--- src/rtl/memPkg.sv ---
`default_nettype none

package memPkg;

    // datapath and address width
    localparam int wordW = 32;

    // local data RAM depth in words
    localparam int ramWords = 256;
    localparam int ramAddrW = $clog2(ramWords);

    typedef enum logic [1:0] {
        sizeByte = 2'd0,
        sizeHalf = 2'd1,
        sizeWord = 2'd2
    } memSize_t;

    // cp0 control type
    typedef enum logic [1:0] {
        ctNone      = 2'd0,
        ctException = 2'd1,
        ctEret      = 2'd2
    } ctype_t;

    typedef struct packed {
        logic     regwrite;
        logic     memtoreg;
        logic     memwrite;
        memSize_t msize;
        logic     unsignedLoad;
    } execCtl_t;

    // one issue slot coming out of execute
    typedef struct packed {
        logic             valid;
        logic [wordW-1:0] pc;
        logic [4:0]       rdst;
        logic [wordW-1:0] aluOut;
        logic [wordW-1:0] srcb;
        execCtl_t         ctl;
        ctype_t           ctype;
        logic [1:0]       tlbExc;
    } execData_t;

    typedef struct packed {
        logic             valid;
        logic             write;
        logic [wordW-1:0] addr;
        memSize_t         size;
        logic [wordW-1:0] data;
        logic [3:0]       strobe;
    } dbusReq_t;

    // same layout as the execute bundle, with merged ctype and tlb code
    typedef execData_t memData_t;

    typedef struct packed {
        logic             valid;
        logic             regwrite;
        logic [4:0]       rdst;
        logic [wordW-1:0] value;
        logic [wordW-1:0] pc;
    } wbData_t;

endpackage

`default_nettype wire

--- src/rtl/storeAlign.sv ---
`timescale 1ns/1ps
`default_nettype none

module storeAlign (
    input  logic [1:0]               addrLow,
    input  logic [memPkg::wordW-1:0] storeData,
    input  memPkg::memSize_t         size,
    output logic [memPkg::wordW-1:0] data,
    output logic [3:0]               strobe
);

    always_comb begin
        // word store by default
        data   = storeData;
        strobe = 4'b1111;
        case (size)
            memPkg::sizeByte: begin
                data   = {4{storeData[7:0]}};
                strobe = 4'b0001 << addrLow;
            end
            memPkg::sizeHalf: begin
                data   = {2{storeData[15:0]}};
                // low bit of the address is ignored for halves
                strobe = addrLow[1] ? 4'b1100 : 4'b0011;
            end
            default: begin
                data   = storeData;
                strobe = 4'b1111;
            end
        endcase
    end

endmodule

`default_nettype wire

--- src/rtl/memStage.sv ---
`timescale 1ns/1ps
`default_nettype none

module memStage (
    input  memPkg::execData_t [1:0]      dataE,
    input  logic [1:0][1:0]              tlbExc,
    output memPkg::dbusReq_t [1:0]       dreq,
    output memPkg::memData_t [1:0]       dataE2,
    output logic                         excpM
);

    logic [1:0][memPkg::wordW-1:0] storeData;
    logic [1:0][3:0]               storeStrobe;
    logic [1:0]                    hasTlb;
    logic [1:0]                    hasExc;
    logic                          squashYoung;

    for (genvar i = 0; i < 2; i++) begin : genSlot
        storeAlign alignInst (
            .addrLow  (dataE[i].aluOut[1:0]),
            .storeData(dataE[i].srcb),
            .size     (dataE[i].ctl.msize),
            .data     (storeData[i]),
            .strobe   (storeStrobe[i])
        );

        assign hasTlb[i] = |tlbExc[i];
        assign hasExc[i] = (dataE[i].ctype == memPkg::ctException) ||
                           (dataE[i].ctype == memPkg::ctEret);
    end

    // slot 1 is older, so only slot 0 can be squashed
    assign squashYoung = hasExc[1] || (|hasTlb);

    always_comb begin
        dataE2 = dataE;
        for (int i = 0; i < 2; i++) begin
            dataE2[i].tlbExc = tlbExc[i];
            if (hasTlb[i]) begin
                dataE2[i].ctype = memPkg::ctException;
            end
        end
        if (squashYoung) begin
            dataE2[0].ctl.regwrite = 1'b0;
            dataE2[0].ctl.memtoreg = 1'b0;
            dataE2[0].ctl.memwrite = 1'b0;
        end
    end

    // requests come from the cleared control bits
    always_comb begin
        for (int i = 0; i < 2; i++) begin
            dreq[i]       = '0;
            dreq[i].valid = dataE2[i].valid && !hasTlb[i] &&
                            (dataE2[i].ctl.memtoreg || dataE2[i].ctl.memwrite);
            dreq[i].write = dataE2[i].ctl.memwrite;
            dreq[i].addr  = dataE2[i].aluOut;
            dreq[i].size  = dataE2[i].ctl.msize;
            if (dataE2[i].ctl.memwrite) begin
                dreq[i].data   = storeData[i];
                dreq[i].strobe = storeStrobe[i];
            end
        end
    end

    // raised for cp0 in the same cycle
    assign excpM = (|hasExc) || (|hasTlb);

endmodule

`default_nettype wire

--- config.mk ---
export PLATFORM = sky130hd
export DESIGN_NAME = memStage
export DESIGN_NICKNAME = d
export VERILOG_FILES = /design/src/rtl/memPkg.sv /design/src/rtl/storeAlign.sv /design/src/rtl/memStage.sv
export SDC_FILE = /design/constraint.sdc
export NUM_CORES = 1
export LEC_CHECK = 0
export ABC_AREA = 1
export CAP_MARGIN = 10
export CORE_AREA = 2 2 234 236
export DETAILED_ROUTE_END_ITERATION = 16
export DIE_AREA = 0 0 236 238
export DONT_BUFFER_PORTS = 1
export SLEW_MARGIN = 25
export SYNTH_ARGS = -nofsm -noshare
export SYNTH_HDL_FRONTEND = slang
export SYNTH_HIERARCHICAL = 1
export SYNTH_SLANG_ARGS = --single-unit
--- constraint.sdc ---
create_clock -name vclk -period 1.6
set_input_delay 0.32 -clock vclk [all_inputs]
set_output_delay 0.32 -clock vclk [all_outputs]
set_load 0.1 [all_outputs]
==> impl_metrics.yaml <==
finish:
  finalInstanceArea_um2: 4600
  nNetsFinal: 660
  layout-drive-gt1-share_pct: 50.5
  regArea_um2: 0
  final_core_util_pct: 8.59
  seq_cells: 0
  layout.clock_buffers: 0
  area_growth_pct: 8.70
  multi_input_area_um2: 1560
  fill_cells: 6223
  instances_no_fill: 1127
setup_path:
  crit_path_top_delay_cell: "clkbuf_16"
  critPathMaxFanout: 6
  path_class: "input pin to output port"
  cp_common_cell: "nor2_4"
  cp_slowest_stage_delay_ns: 0.21
  crit_path_cell_trace: "nor2_4, nand2_2, nor2_4, nand2_8, clkbuf_16, nor2_4, buf_12"
  endpoint_kind: "output port"
  critPathRequiredTime_ns: 1.28
  arrival_ns: 1.30
  crit_path_start_kind: "input pin"
timing:
  fin_setup_tns_ns: -0.0344
  slew_viol_final: 0
  hold_viol_final: 0
  setup_viol: 2
  timing.final.ws_setup_ns: -0.0186
  rsz0062_at_grt: "yes"
  period_needed_ns: 1.62
  slew_headroom_pct: 66.1
  fmax_mhz: 618
  period_share_pct: 101
  worst_slew_pin_slew_ns: 0.512
detailed_routing:
  vias_per_cell: 2.48
  drtIter0Drc: 115
  wl_per_cell_um: 17.8
  dr.pass1.iters: 5
  routed_wirelength_um: 20100
  vias: 2799
  drc_errors: 0
  antenna_left: 0
status:
  violations: "negative setup slack"
  status: "finished with violations"
die:
  dieArea_um2: 56200
  row_count: 85
  die_w_um: 236
  start_util_pct: 7.91
  die_height_um: 238
  io_pins: 597
  core_area_um2: 53500
place:
  hpwl_um: 17600
  portBuffers: 0
  post_dp_cell_area_um2: 4490
  placed_cells: 1125
  routabilityCongestion: 0.713
grt:
  grt_pass1_vias: 2743
  grt_overflow: 0
  grt_pass1_wl_um: 25500
  grt_max_degree: 40
  grt_util_all_layers_pct: 6.60
  antenna_found_initial: 3
hold_path:
  min_path_type: "input pin to output port"
logic_synthesis:
  yosysTopAreaCellShare_pct: 54.1
  ys_seq_area_share_pct: 0
  synthDistinctLibCells: 18
  yosysWarnings: 6
  synth_top_area_cell: "buf_4"
  avgSynthCellArea_um2: 6.37
  syn_inst: 664
  syn_area_um2: 4230
  synth.most_common_cell: "buf_4"
  ys_top_cells_by_count: "buf_4 (305), nand2_1 (142), inv_1 (84)"
  syn_nets: 892
  netlist_top_cells_area: "buf_4 (54%), nand2_1 (13%), nor2_4 (8.5%)"
power_and_ir_drop:
  ir_worst_vdd_v: 0.0000881
  power_mw: 1.23
  p_per_area_nw_per_um2: 267
  leakagePower_nw: 1.67
run:
  drv_cap: 0
clock_network:
  hold_buffers: 0
[per-layer routing]
layer,GRT usage [%],part of all wire (%),up-vias
met5,0,0.17,-
met4,3.92,6.6,4
li1,-,-,1183
met1,4.98,26,1132
met3,5.61,20,85
met2,11.4,47,395
[through the flow]
| step | setup WS (ns) | hold WS [ns] |
|---|---|---|
| after global placement | -0.0994 | 0.641 |
| after floorplan | -0.306 | 0.839 |
| after detailed placement | -0.102 | 0.641 |
| final | -0.0186 | 0.640 |
| after CTS | -0.0480 | 0.641 |
| after global routing | -0.0846 | 0.640 |
[report_power, final]
group,internal (mW),switching [mW]
clock network,0.0000000836,0
logic,0.385,0.841
registers,0,0
total,0.385,0.841
[cells in the final DEF (no fill, tap or decap), drive strengths merged]
cell / n
buf: 89
xnor2: 1
nand2: 144
nor2: 49
diode: 1
nand3: 32
or2: 1
clkinvlp: 35
clkbuf: 1
o21ai: 26
inv: 52
[worst paths after layout]
check             cells past startpoint  startpoint           to  slack (ns)
setup / recovery                      7   tlbExc[1]      dreq[7]       -0.02
hold / removal                        0  dataE[102]  dataE2[102]        0.64
[worst max-delay path: cells and delay by family]
kind,cells,cell delay [ns]
buffers and inverters,2,0.39
and+or+nand+nor,5,0.57
[repair_timing]
item / in CTS / in global routing
pin swaps: 2 / 7
endpoints found under the hold margin: 0 / 0
gates resized for setup: 10 / 9
buffers inserted: 0 / 0
setup endpoints to repair: 22 / 37
cloned: 0 / 1
[area by class of cell]
cell class | instances | share of cell area, %
Antenna cell | 1 | 0.0544
Timing Repair Buffer | 90 | 36.7
Inverter | 87 | 10.3
Tap cell | 696 | 18.9
Multi-Input combinational cell | 253 | 34.0
[logic make-up after synthesis]
| logic type | Yosys count | synth area share, % |
|---|---|---|
| AOI/OAI and AO/OA | 26 | 3.08 |
| xor gates and xnor gates | 1 | 0.207 |
| buffers and inverters | 411 | 65.8 |
| and+or+nand+nor | 226 | 30.9 |
(Power assumes the default switching activity.)
