<file path="config.mk">
export PLATFORM = sky130hd
export DESIGN_NAME = loadExtract
export DESIGN_NICKNAME = d
export VERILOG_FILES = /design/src/rtl/memPkg.sv /design/src/rtl/loadExtract.sv
export SDC_FILE = /design/constraint.sdc
export NUM_CORES = 1
export LEC_CHECK = 0
export ABC_AREA = 1
export BUFFER_PORTS_ARGS = -buffer_cell sky130_fd_sc_hd__buf_4
export CAP_MARGIN = 20
export CORE_AREA = 4 4 165 167
export DETAILED_ROUTE_END_ITERATION = 6
export DIE_AREA = 0 0 169 171
export PLACE_DENSITY_LB_ADDON = 0.3
export SYNTH_ARGS = -nofsm -noshare
export SYNTH_HDL_FRONTEND = slang
export SYNTH_SLANG_ARGS = --single-unit
</file>
<file path="constraint.sdc">
create_clock -name vclk -period 1.7
set_input_delay 0.085 -clock vclk [all_inputs]
set_output_delay 0.085 -clock vclk [all_outputs]
set_load 0.05 [all_outputs]
</file>
<file path="src/rtl/memPkg.sv">
`default_nettype none

package memPkg;

    // datapath and address width
    localparam int wordW = 32;

    // local data RAM depth in words
    localparam int ramWords = 256;
    localparam int ramAddrW = $clog2(ramWords);

    typedef enum logic [1:0] {
        sizeByte = 2'd0,
        sizeHalf = 2'd1,
        sizeWord = 2'd2
    } memSize_t;

    // cp0 control type
    typedef enum logic [1:0] {
        ctNone      = 2'd0,
        ctException = 2'd1,
        ctEret      = 2'd2
    } ctype_t;

    typedef struct packed {
        logic     regwrite;
        logic     memtoreg;
        logic     memwrite;
        memSize_t msize;
        logic     unsignedLoad;
    } execCtl_t;

    // one issue slot coming out of execute
    typedef struct packed {
        logic             valid;
        logic [wordW-1:0] pc;
        logic [4:0]       rdst;
        logic [wordW-1:0] aluOut;
        logic [wordW-1:0] srcb;
        execCtl_t         ctl;
        ctype_t           ctype;
        logic [1:0]       tlbExc;
    } execData_t;

    typedef struct packed {
        logic             valid;
        logic             write;
        logic [wordW-1:0] addr;
        memSize_t         size;
        logic [wordW-1:0] data;
        logic [3:0]       strobe;
    } dbusReq_t;

    // same layout as the execute bundle, with merged ctype and tlb code
    typedef execData_t memData_t;

    typedef struct packed {
        logic             valid;
        logic             regwrite;
        logic [4:0]       rdst;
        logic [wordW-1:0] value;
        logic [wordW-1:0] pc;
    } wbData_t;

endpackage

`default_nettype wire

</file>
<file path="src/rtl/loadExtract.sv">
`timescale 1ns/1ps
`default_nettype none

module loadExtract (
    input  memPkg::memData_t [1:0]        dataM,
    input  logic [1:0][memPkg::wordW-1:0] rdata,
    output memPkg::wbData_t [1:0]         wb
);

    localparam int byteExt = memPkg::wordW - 8;
    localparam int halfExt = memPkg::wordW - 16;

    for (genvar i = 0; i < 2; i++) begin : genLane
        logic [7:0]               loadByte;
        logic [15:0]              loadHalf;
        logic [memPkg::wordW-1:0] loadValue;

        // byte lane picked by the low address bits
        assign loadByte = rdata[i][8*dataM[i].aluOut[1:0] +: 8];
        assign loadHalf = dataM[i].aluOut[1] ? rdata[i][31:16] : rdata[i][15:0];

        always_comb begin
            case (dataM[i].ctl.msize)
                memPkg::sizeByte: begin
                    if (dataM[i].ctl.unsignedLoad) begin
                        loadValue = {{byteExt{1'b0}}, loadByte};
                    end else begin
                        loadValue = {{byteExt{loadByte[7]}}, loadByte};
                    end
                end
                memPkg::sizeHalf: begin
                    if (dataM[i].ctl.unsignedLoad) begin
                        loadValue = {{halfExt{1'b0}}, loadHalf};
                    end else begin
                        loadValue = {{halfExt{loadHalf[15]}}, loadHalf};
                    end
                end
                default: loadValue = rdata[i];
            endcase
        end

        assign wb[i].valid    = dataM[i].valid;
        assign wb[i].regwrite = dataM[i].ctl.regwrite;
        assign wb[i].rdst     = dataM[i].rdst;
        assign wb[i].pc       = dataM[i].pc;
        // non-load lanes carry the alu result
        assign wb[i].value    = dataM[i].ctl.memtoreg ? loadValue : dataM[i].aluOut;
    end

endmodule

`default_nettype wire

</file>
==> impl_metrics.toml, run 1 <==
[floorplan]
die_w_microns = 169
fp.dieArea_sq_um = 28900
die_h_microns = 171
io_pins = 430
floorplan.initialDensity = 0.103
rows = 59
fp.coreArea_sq_um = 25800

[run_status]
status = "complete, no violations"

[pwr]
power.share.clock = 0
power_density_nw_per_um2 = 391
p_leak_nw = 2.12
sequentialPowerShare = 0
switching_share = 0.635
intPower_uw = 571
combPwrFrac = 1.000
ir_worst_vdd_mv = 0.200
finalPower_mw = 1.57
p_sw_uw = 995

[global_routing]
grt_max_degree = 41
gr-usage-met3 = 0.0120
gr-usage-met2 = 0.146
grt_pass1_wl_microns = 19000
antenna_found_initial = 0
track_usage = 0.0798
met1_usage = 0.0986
first_global_vias = 3428
grt-ovfl-total = 0
grt_busiest_layer = "met2"

[detailed_routing]
num_vias = 3530
drc = 0
wl_per_cell_microns = 13.6
vias_per_cell = 3.65
antenna_left = 0
drt_first_iter_violations = 215
routed_wl_microns = 13100
first_pass_iters = 4

[synth]
synth.largest_area_cell = "nand2_1"
netlist.area_leader.share = 0.234
synthCells = 524
avgSynthCellArea_sq_um = 5.07
synthTopCellsByArea = "nand2_1, buf_4, a21oi_1, o21ai_0, a21oi_2"
yosysUniqueCellTypes = 18
ys_seq_area_frac = 0
ys_warn_count = 0
syn_area_sq_um = 2660
synthesis.nets = 812

[critical_path]
critPathBufInv = 3
critical_path.cell_chain = "buf_4 -> inv_2 -> nand2_4 -> nor2_8 -> nand2_2 -> nand3_2 -> nand2_4 -> a21oi_1 -> buf_4"
worstSetupPathType = "primary input to output pin"
path_delay_family = "simple AND/OR/NAND/NOR gates"
cp-end-kind = "output pin"
crit_required_ns = 1.62
critPathMaxFanout = 18
slowest_delay_ns = 0.22
start_kind = "primary input"
slowest_stage = "buf_4"
crit_arrival_ns = 1.44
cp-startpoint = "dataM[118]"

[min_path]
hp-class = "primary input to output pin"
hold_start = "dataM[79]"

[sta]
setup_violations = 0
maxSlewViolCount = 0
rsz0062_at_grt = "false"
worst_slew_pin_slew_ns = 0.402
setup_tns_ns = 0
maxSlewHeadroom = 0.729
period_needed_ns = 1.53
timing.fmax_mhz = 655
final-hold-violation-count = 0
timing.final.crit_share = 0.899

[final_layout]
syn2layout_area_growth_pct = 50.5
seq_cells = 0
drive_gt1_frac = 0.398
nClkBuffers = 0
nNetsFinal = 921
n_antenna_cell = 0
seq_area_sq_um = 0

[placed_design]
dp_hpwl_microns = 10800
portBuffers = 200
gp_congestion = 0.826

[cts]
post_cts_buffers = 0
hold_buffers = 0
post_cts_resize_count = 0

[run]
cap_viol_max_count = 0
placed cells by master, fill, tap and decap left out:
cell / n
buf_12: 3
o31ai_2: 2
nand3_2: 2
nand2_4: 4
nand2_1: 166
buf_4: 210
inv_1: 36
nand2_2: 4
nor2_8: 2
nand3_1: 12
inv_2: 4
o21ai_0: 42
nor2_1: 46
o22a_1: 2
a21oi_1: 76
a21oi_2: 20
cell usage after synthesis, drive strengths merged:
library cell	number
nand2	174
a21oi	96
buf	90
nor2	48
o21ai	42
inv	40
clkbuf	16
nand3	14
o22a	2
o31ai	2
area by class of cell:
cell class | instances | area [sq um]
Fill cell | 3061 | 21800
Timing Repair Buffer | 213 | 1640
Inverter | 40 | 150
Tap cell | 335 | 419
Multi-Input combinational cell | 378 | 1790
worst paths after layout:
path / end / slack (ns) / depth (start not counted)
max: wb[123] / 0.17 / 9
min: wb[0] / 0.17 / 0
routing by layer:
metal  share of wire  up-vias  routed length, microns
li1                -     1811                       -
met1            0.41     1550                    5360
met2            0.51      129                    6700
met3           0.055       40                     721
met4           0.024        0                     308
met5               0        -                       0
through the flow:
step / std cells / utilization / hold slack [ns] / worst slack, ns / cell area, sq um
after floorplan: 524 / - / 0.337 / 0.175 / 2670
after global placement: 966 / 0.155 / 0.170 / 0.142 / 4000
after CTS: 966 / 0.155 / 0.170 / 0.157 / 4000
final: 966 / 0.155 / 0.170 / 0.172 / 4000
after global routing: 966 / 0.155 / 0.170 / 0.0410 / 4000
after detailed placement: 966 / 0.155 / 0.170 / 0.162 / 4000
cells by family (layout without fill, tap and decap cells):
family | Yosys count | after routing | synth area share
simple gates | 236 | 236 | 0.371
compound gates | 142 | 142 | 0.300
buf+inv | 146 | 253 | 0.329
power by group through the flow:
| stage | Combinational [mW] | Sequential, mW | Clock (mW) |
|---|---|---|---|
| floorplan | 1.44 | 0 | 0 |
| global placement | 1.58 | 0 | 0 |
| detailed placement | 1.58 | 0 | 0 |
| CTS | 1.58 | 0 | 0 |
| global route | 1.68 | 0 | 0 |
| finish | 1.57 | 0 | 0 |
(Power assumes the default switching activity.)
==> run 2, diff against run 1 <==
--- a/config.mk
+++ b/config.mk
@@ -8,9 +8,9 @@
 export ABC_AREA = 1
 export BUFFER_PORTS_ARGS = -buffer_cell sky130_fd_sc_hd__buf_4
 export CAP_MARGIN = 20
-export CORE_AREA = 4 4 165 167
+export CORE_AREA = 3 3 164 166
 export DETAILED_ROUTE_END_ITERATION = 6
-export DIE_AREA = 0 0 169 171
+export DIE_AREA = 0 0 167 169
 export PLACE_DENSITY_LB_ADDON = 0.3
 export SYNTH_ARGS = -nofsm -noshare
 export SYNTH_HDL_FRONTEND = slang
==> run 2 against run 1 <==
  * Power decreased by 0.33%
  * Via count is 0.25% higher
  * First-iteration DRC count fell by 7.9%
  * Critical path depth stayed put
  * Critical path type unchanged
  * Critical endpoint is now wb[129]
  * Largest cell class unchanged
  * Largest power group unchanged
==> impl_metrics.toml, run 2 (synthesis gave the netlist of run 1 again) <==
[run_status]
status = "complete, no violations"

[floorplan]
io_pins = 430
floorplan.initialDensity = 0.103
rows = 59
die_h_microns = 169
fp.coreArea_sq_um = 25800
fp.dieArea_sq_um = 28200
die_w_microns = 167

[sta]
maxSlewViolCount = 0
timing.final.crit_share = 0.880
timing.fmax_mhz = 668
period_needed_ns = 1.50
setup_violations = 0
setup_tns_ns = 0
worst_slew_pin_slew_ns = 0.380
maxSlewHeadroom = 0.744
setup_ws_ns = 0.204
final-hold-violation-count = 0
holdWs_ns = 0.170
rsz0062_at_grt = "false"

[pwr]
finalPower_mw = 1.56
combPwrFrac = 1.000
switching_share = 0.637
sequentialPowerShare = 0
p_leak_nw = 2.11
power.share.clock = 0
power_density_nw_per_um2 = 392
ir_worst_vdd_mv = 0.151
p_sw_uw = 994
intPower_uw = 567

[cts]
post_cts_resize_count = 0
post_cts_buffers = 0
hold_buffers = 0

[final_layout]
layout_common_cells = "buf_4, nand2_1, a21oi_1"
drive_gt1_frac = 0.399
nNetsFinal = 922
layout.cells.non_filler = 967
syn2layout_area_growth_pct = 49.9
layout_commonest_cell = "buf_4"
nClkBuffers = 0
seq_area_sq_um = 0
seq_cells = 0
n_antenna_cell = 0

[detailed_routing]
drt_first_iter_violations = 198
wl_per_cell_microns = 13.3
drc = 0
antenna_left = 0
vias_per_cell = 3.66
num_vias = 3539
routed_wl_microns = 12900
first_pass_iters = 4

[placed_design]
portBuffers = 200
gp_congestion = 0.813
dp_hpwl_microns = 10700
dpl.cell_count = 967
place_ws_ns = 0.213

[critical_path]
crit_required_ns = 1.62
crit_arrival_ns = 1.41
start_kind = "primary input"
worstSetupPathType = "primary input to output pin"
critPathMaxFanout = 16
cp-end-kind = "output pin"

[global_routing]
grt-ovfl-total = 0
grt_max_degree = 35
first_global_vias = 3470
grt_pass1_wl_microns = 19200
track_usage = 0.0811
antenna_found_initial = 0

[run]
cap_viol_max_count = 0

[min_path]
hp-class = "primary input to output pin"
==> run 2: metal layers <==
metal / vias to the layer above / GRT usage / wire length, microns
met5: - / 0 / 0
met4: 0 / 0.0258 / 449
met3: 36 / 0.0133 / 806
met2: 156 / 0.138 / 6140
met1: 1535 / 0.105 / 5490
li1: 1812 / - / -
==> run 2: final cells by class <==
cell class         instances  area (sq um)
fillers                 3041         21800
multi-input cells        378          1790
repair buffers           214          1620
well taps                335           419
inverters                 40           150
==> run 2: final timing paths <==
| check | from | to | slack [ns] | cells after the start |
|---|---|---|---|---|
| worst max-delay path | dataM[117] | wb[129] | 0.20 | 9 |
| worst min-delay path | dataM[91] | wb[12] | 0.17 | 0 |
==> run 2: worst max-delay path, stage by stage <==
cell,delay [ns]
buf_4,0.11
inv_1,0.15
nand2_4,0.12
nor2_8,0.18
nand2_2,0.08
nand3_2,0.09
nand2_4,0.15
a21oi_2,0.20
buf_4,0.22
==> run 2: power groups by stage <==
stage / Combinational [mW] / Clock, mW / Sequential (mW)
global placement: 1.57 / 0 / 0
floorplan: 1.44 / 0 / 0
detailed placement: 1.56 / 0 / 0
CTS: 1.57 / 0 / 0
global route: 1.68 / 0 / 0
finish: 1.56 / 0 / 0
==> run 2: through the flow <==
stage	utilization	instance area (sq um)
2_1_floorplan	-	2670
3_3_place_gp	0.155	3980
3_5_place_dp	0.155	3980
4_1_cts	0.155	3980
5_1_grt	0.155	3980
6_report	0.155	3980
==> run 3, diff against run 2 <==
--- a/config.mk
+++ b/config.mk
@@ -11,7 +11,6 @@
 export CORE_AREA = 3 3 164 166
 export DETAILED_ROUTE_END_ITERATION = 6
 export DIE_AREA = 0 0 167 169
-export PLACE_DENSITY_LB_ADDON = 0.3
 export SYNTH_ARGS = -nofsm -noshare
 export SYNTH_HDL_FRONTEND = slang
 export SYNTH_SLANG_ARGS = --single-unit
==> run 3 against run 2 <==
  * First-iteration DRC count is 10% lower
  * Flip-flop and latch count stayed put
  * Wire length fell by 13%
  * Largest power group unchanged
==> impl_metrics.toml, run 3 (synthesis gave the netlist of run 1 again) <==
[detailed_routing]
vias_per_cell = 3.66
routed_wl_microns = 11200
wl_per_cell_microns = 11.6
drc = 0
drt_first_iter_violations = 178
first_pass_iters = 4
antenna_left = 0
num_vias = 3533

[critical_path]
start_kind = "primary input"
crit_required_ns = 1.62
crit_arrival_ns = 1.50
cp_num_cells = 9
critical_path.cell_chain = "buf_4 -> inv_1 -> nand2_4 -> nor2_8 -> nand2_2 -> nand3_2 -> nand2_4 -> a21oi_1 -> buf_4"
worstSetupPathType = "primary input to output pin"
slowest_stage = "a21oi_1"
critPathMaxFanout = 16
critPathBufInv = 3
cp-end-kind = "output pin"
path_delay_family = "simple AND/OR/NAND/NOR gates"
slowest_delay_ns = 0.26

[sta]
rsz0062_at_grt = "false"
timing.final.crit_share = 0.931
setup_tns_ns = 0
worst_slew_pin_slew_ns = 0.412
period_needed_ns = 1.58
final-hold-violation-count = 0
maxSlewHeadroom = 0.722
timing.fmax_mhz = 632
holdWs_ns = 0.170
maxSlewViolCount = 0
setup_violations = 0
setup_ws_ns = 0.117

[pwr]
finalPower_mw = 1.55
p_leak_nw = 2.10
ir_worst_vdd_mv = 0.169
power_density_nw_per_um2 = 391

[min_path]
min_to = "wb[0]"
hp-class = "primary input to output pin"
hold_start = "dataM[79]"
worstHoldPathCells = 0

[floorplan]
rows = 59
fp.dieArea_sq_um = 28200
io_pins = 430
die_h_microns = 169
fp.coreArea_sq_um = 25800
floorplan.initialDensity = 0.103
die_w_microns = 167

[final_layout]
fill_cells = 2984
drive_gt1_frac = 0.396
seq_cells = 0
nClkBuffers = 0
syn2layout_area_growth_pct = 49.5
fin_util = 0.154
nNetsFinal = 919
layout.cells.non_filler = 964
layout_common_cells = "buf_4, nand2_1, a21oi_1"
layout_commonest_cell = "buf_4"
seq_area_sq_um = 0
n_antenna_cell = 0
fin_area_sq_um = 3970

[global_routing]
grt-ovfl-total = 0
first_global_vias = 3297
track_usage = 0.0712
grt_pass1_wl_microns = 17300
grt_max_degree = 41
antenna_found_initial = 0

[placed_design]
place_ws_ns = 0.136
portBuffers = 200
dpl.cell_count = 964
dp_hpwl_microns = 9280
placed_cell_area_sq_um = 3970
gp_congestion = 0.827

[run]
cap_viol_max_count = 0

[run_status]
status = "complete, no violations"

[cts]
hold_buffers = 0
post_cts_buffers = 0
post_cts_resize_count = 0
==> run 3: worst max-delay path by stage <==
stage | from | to | slack, ns
floorplan | dataM[120] | wb[121] | 0.17
detailed placement | dataM[5] | wb[52] | 0.14
global route | dataM[5] | wb[52] | 0.01
CTS | dataM[5] | wb[52] | 0.13
global placement | dataM[5] | wb[52] | 0.18
finish | dataM[5] | wb[52] | 0.12
==> run 3: area by class of cell <==
class	count	area (sq um)	area share
Tap cell	335	419	0.106
Timing Repair Buffer	211	1610	0.405
Multi-Input combinational cell	378	1790	0.452
Inverter	40	150	0.0378
==> run 3: routing by layer <==
metal / vias to the layer above / GRT usage / wire, microns
met5: - / 0 / 0
met4: 0 / 0.0126 / 166
met3: 28 / 0.0154 / 819
met2: 131 / 0.117 / 5360
met1: 1570 / 0.0968 / 4850
li1: 1804 / - / -
==> run 3: power breakdown <==
group	leakage [nW]	switching, mW	internal [mW]
clock network	0	0	0
registers	0	0	0
logic	2.10	0.987	0.565
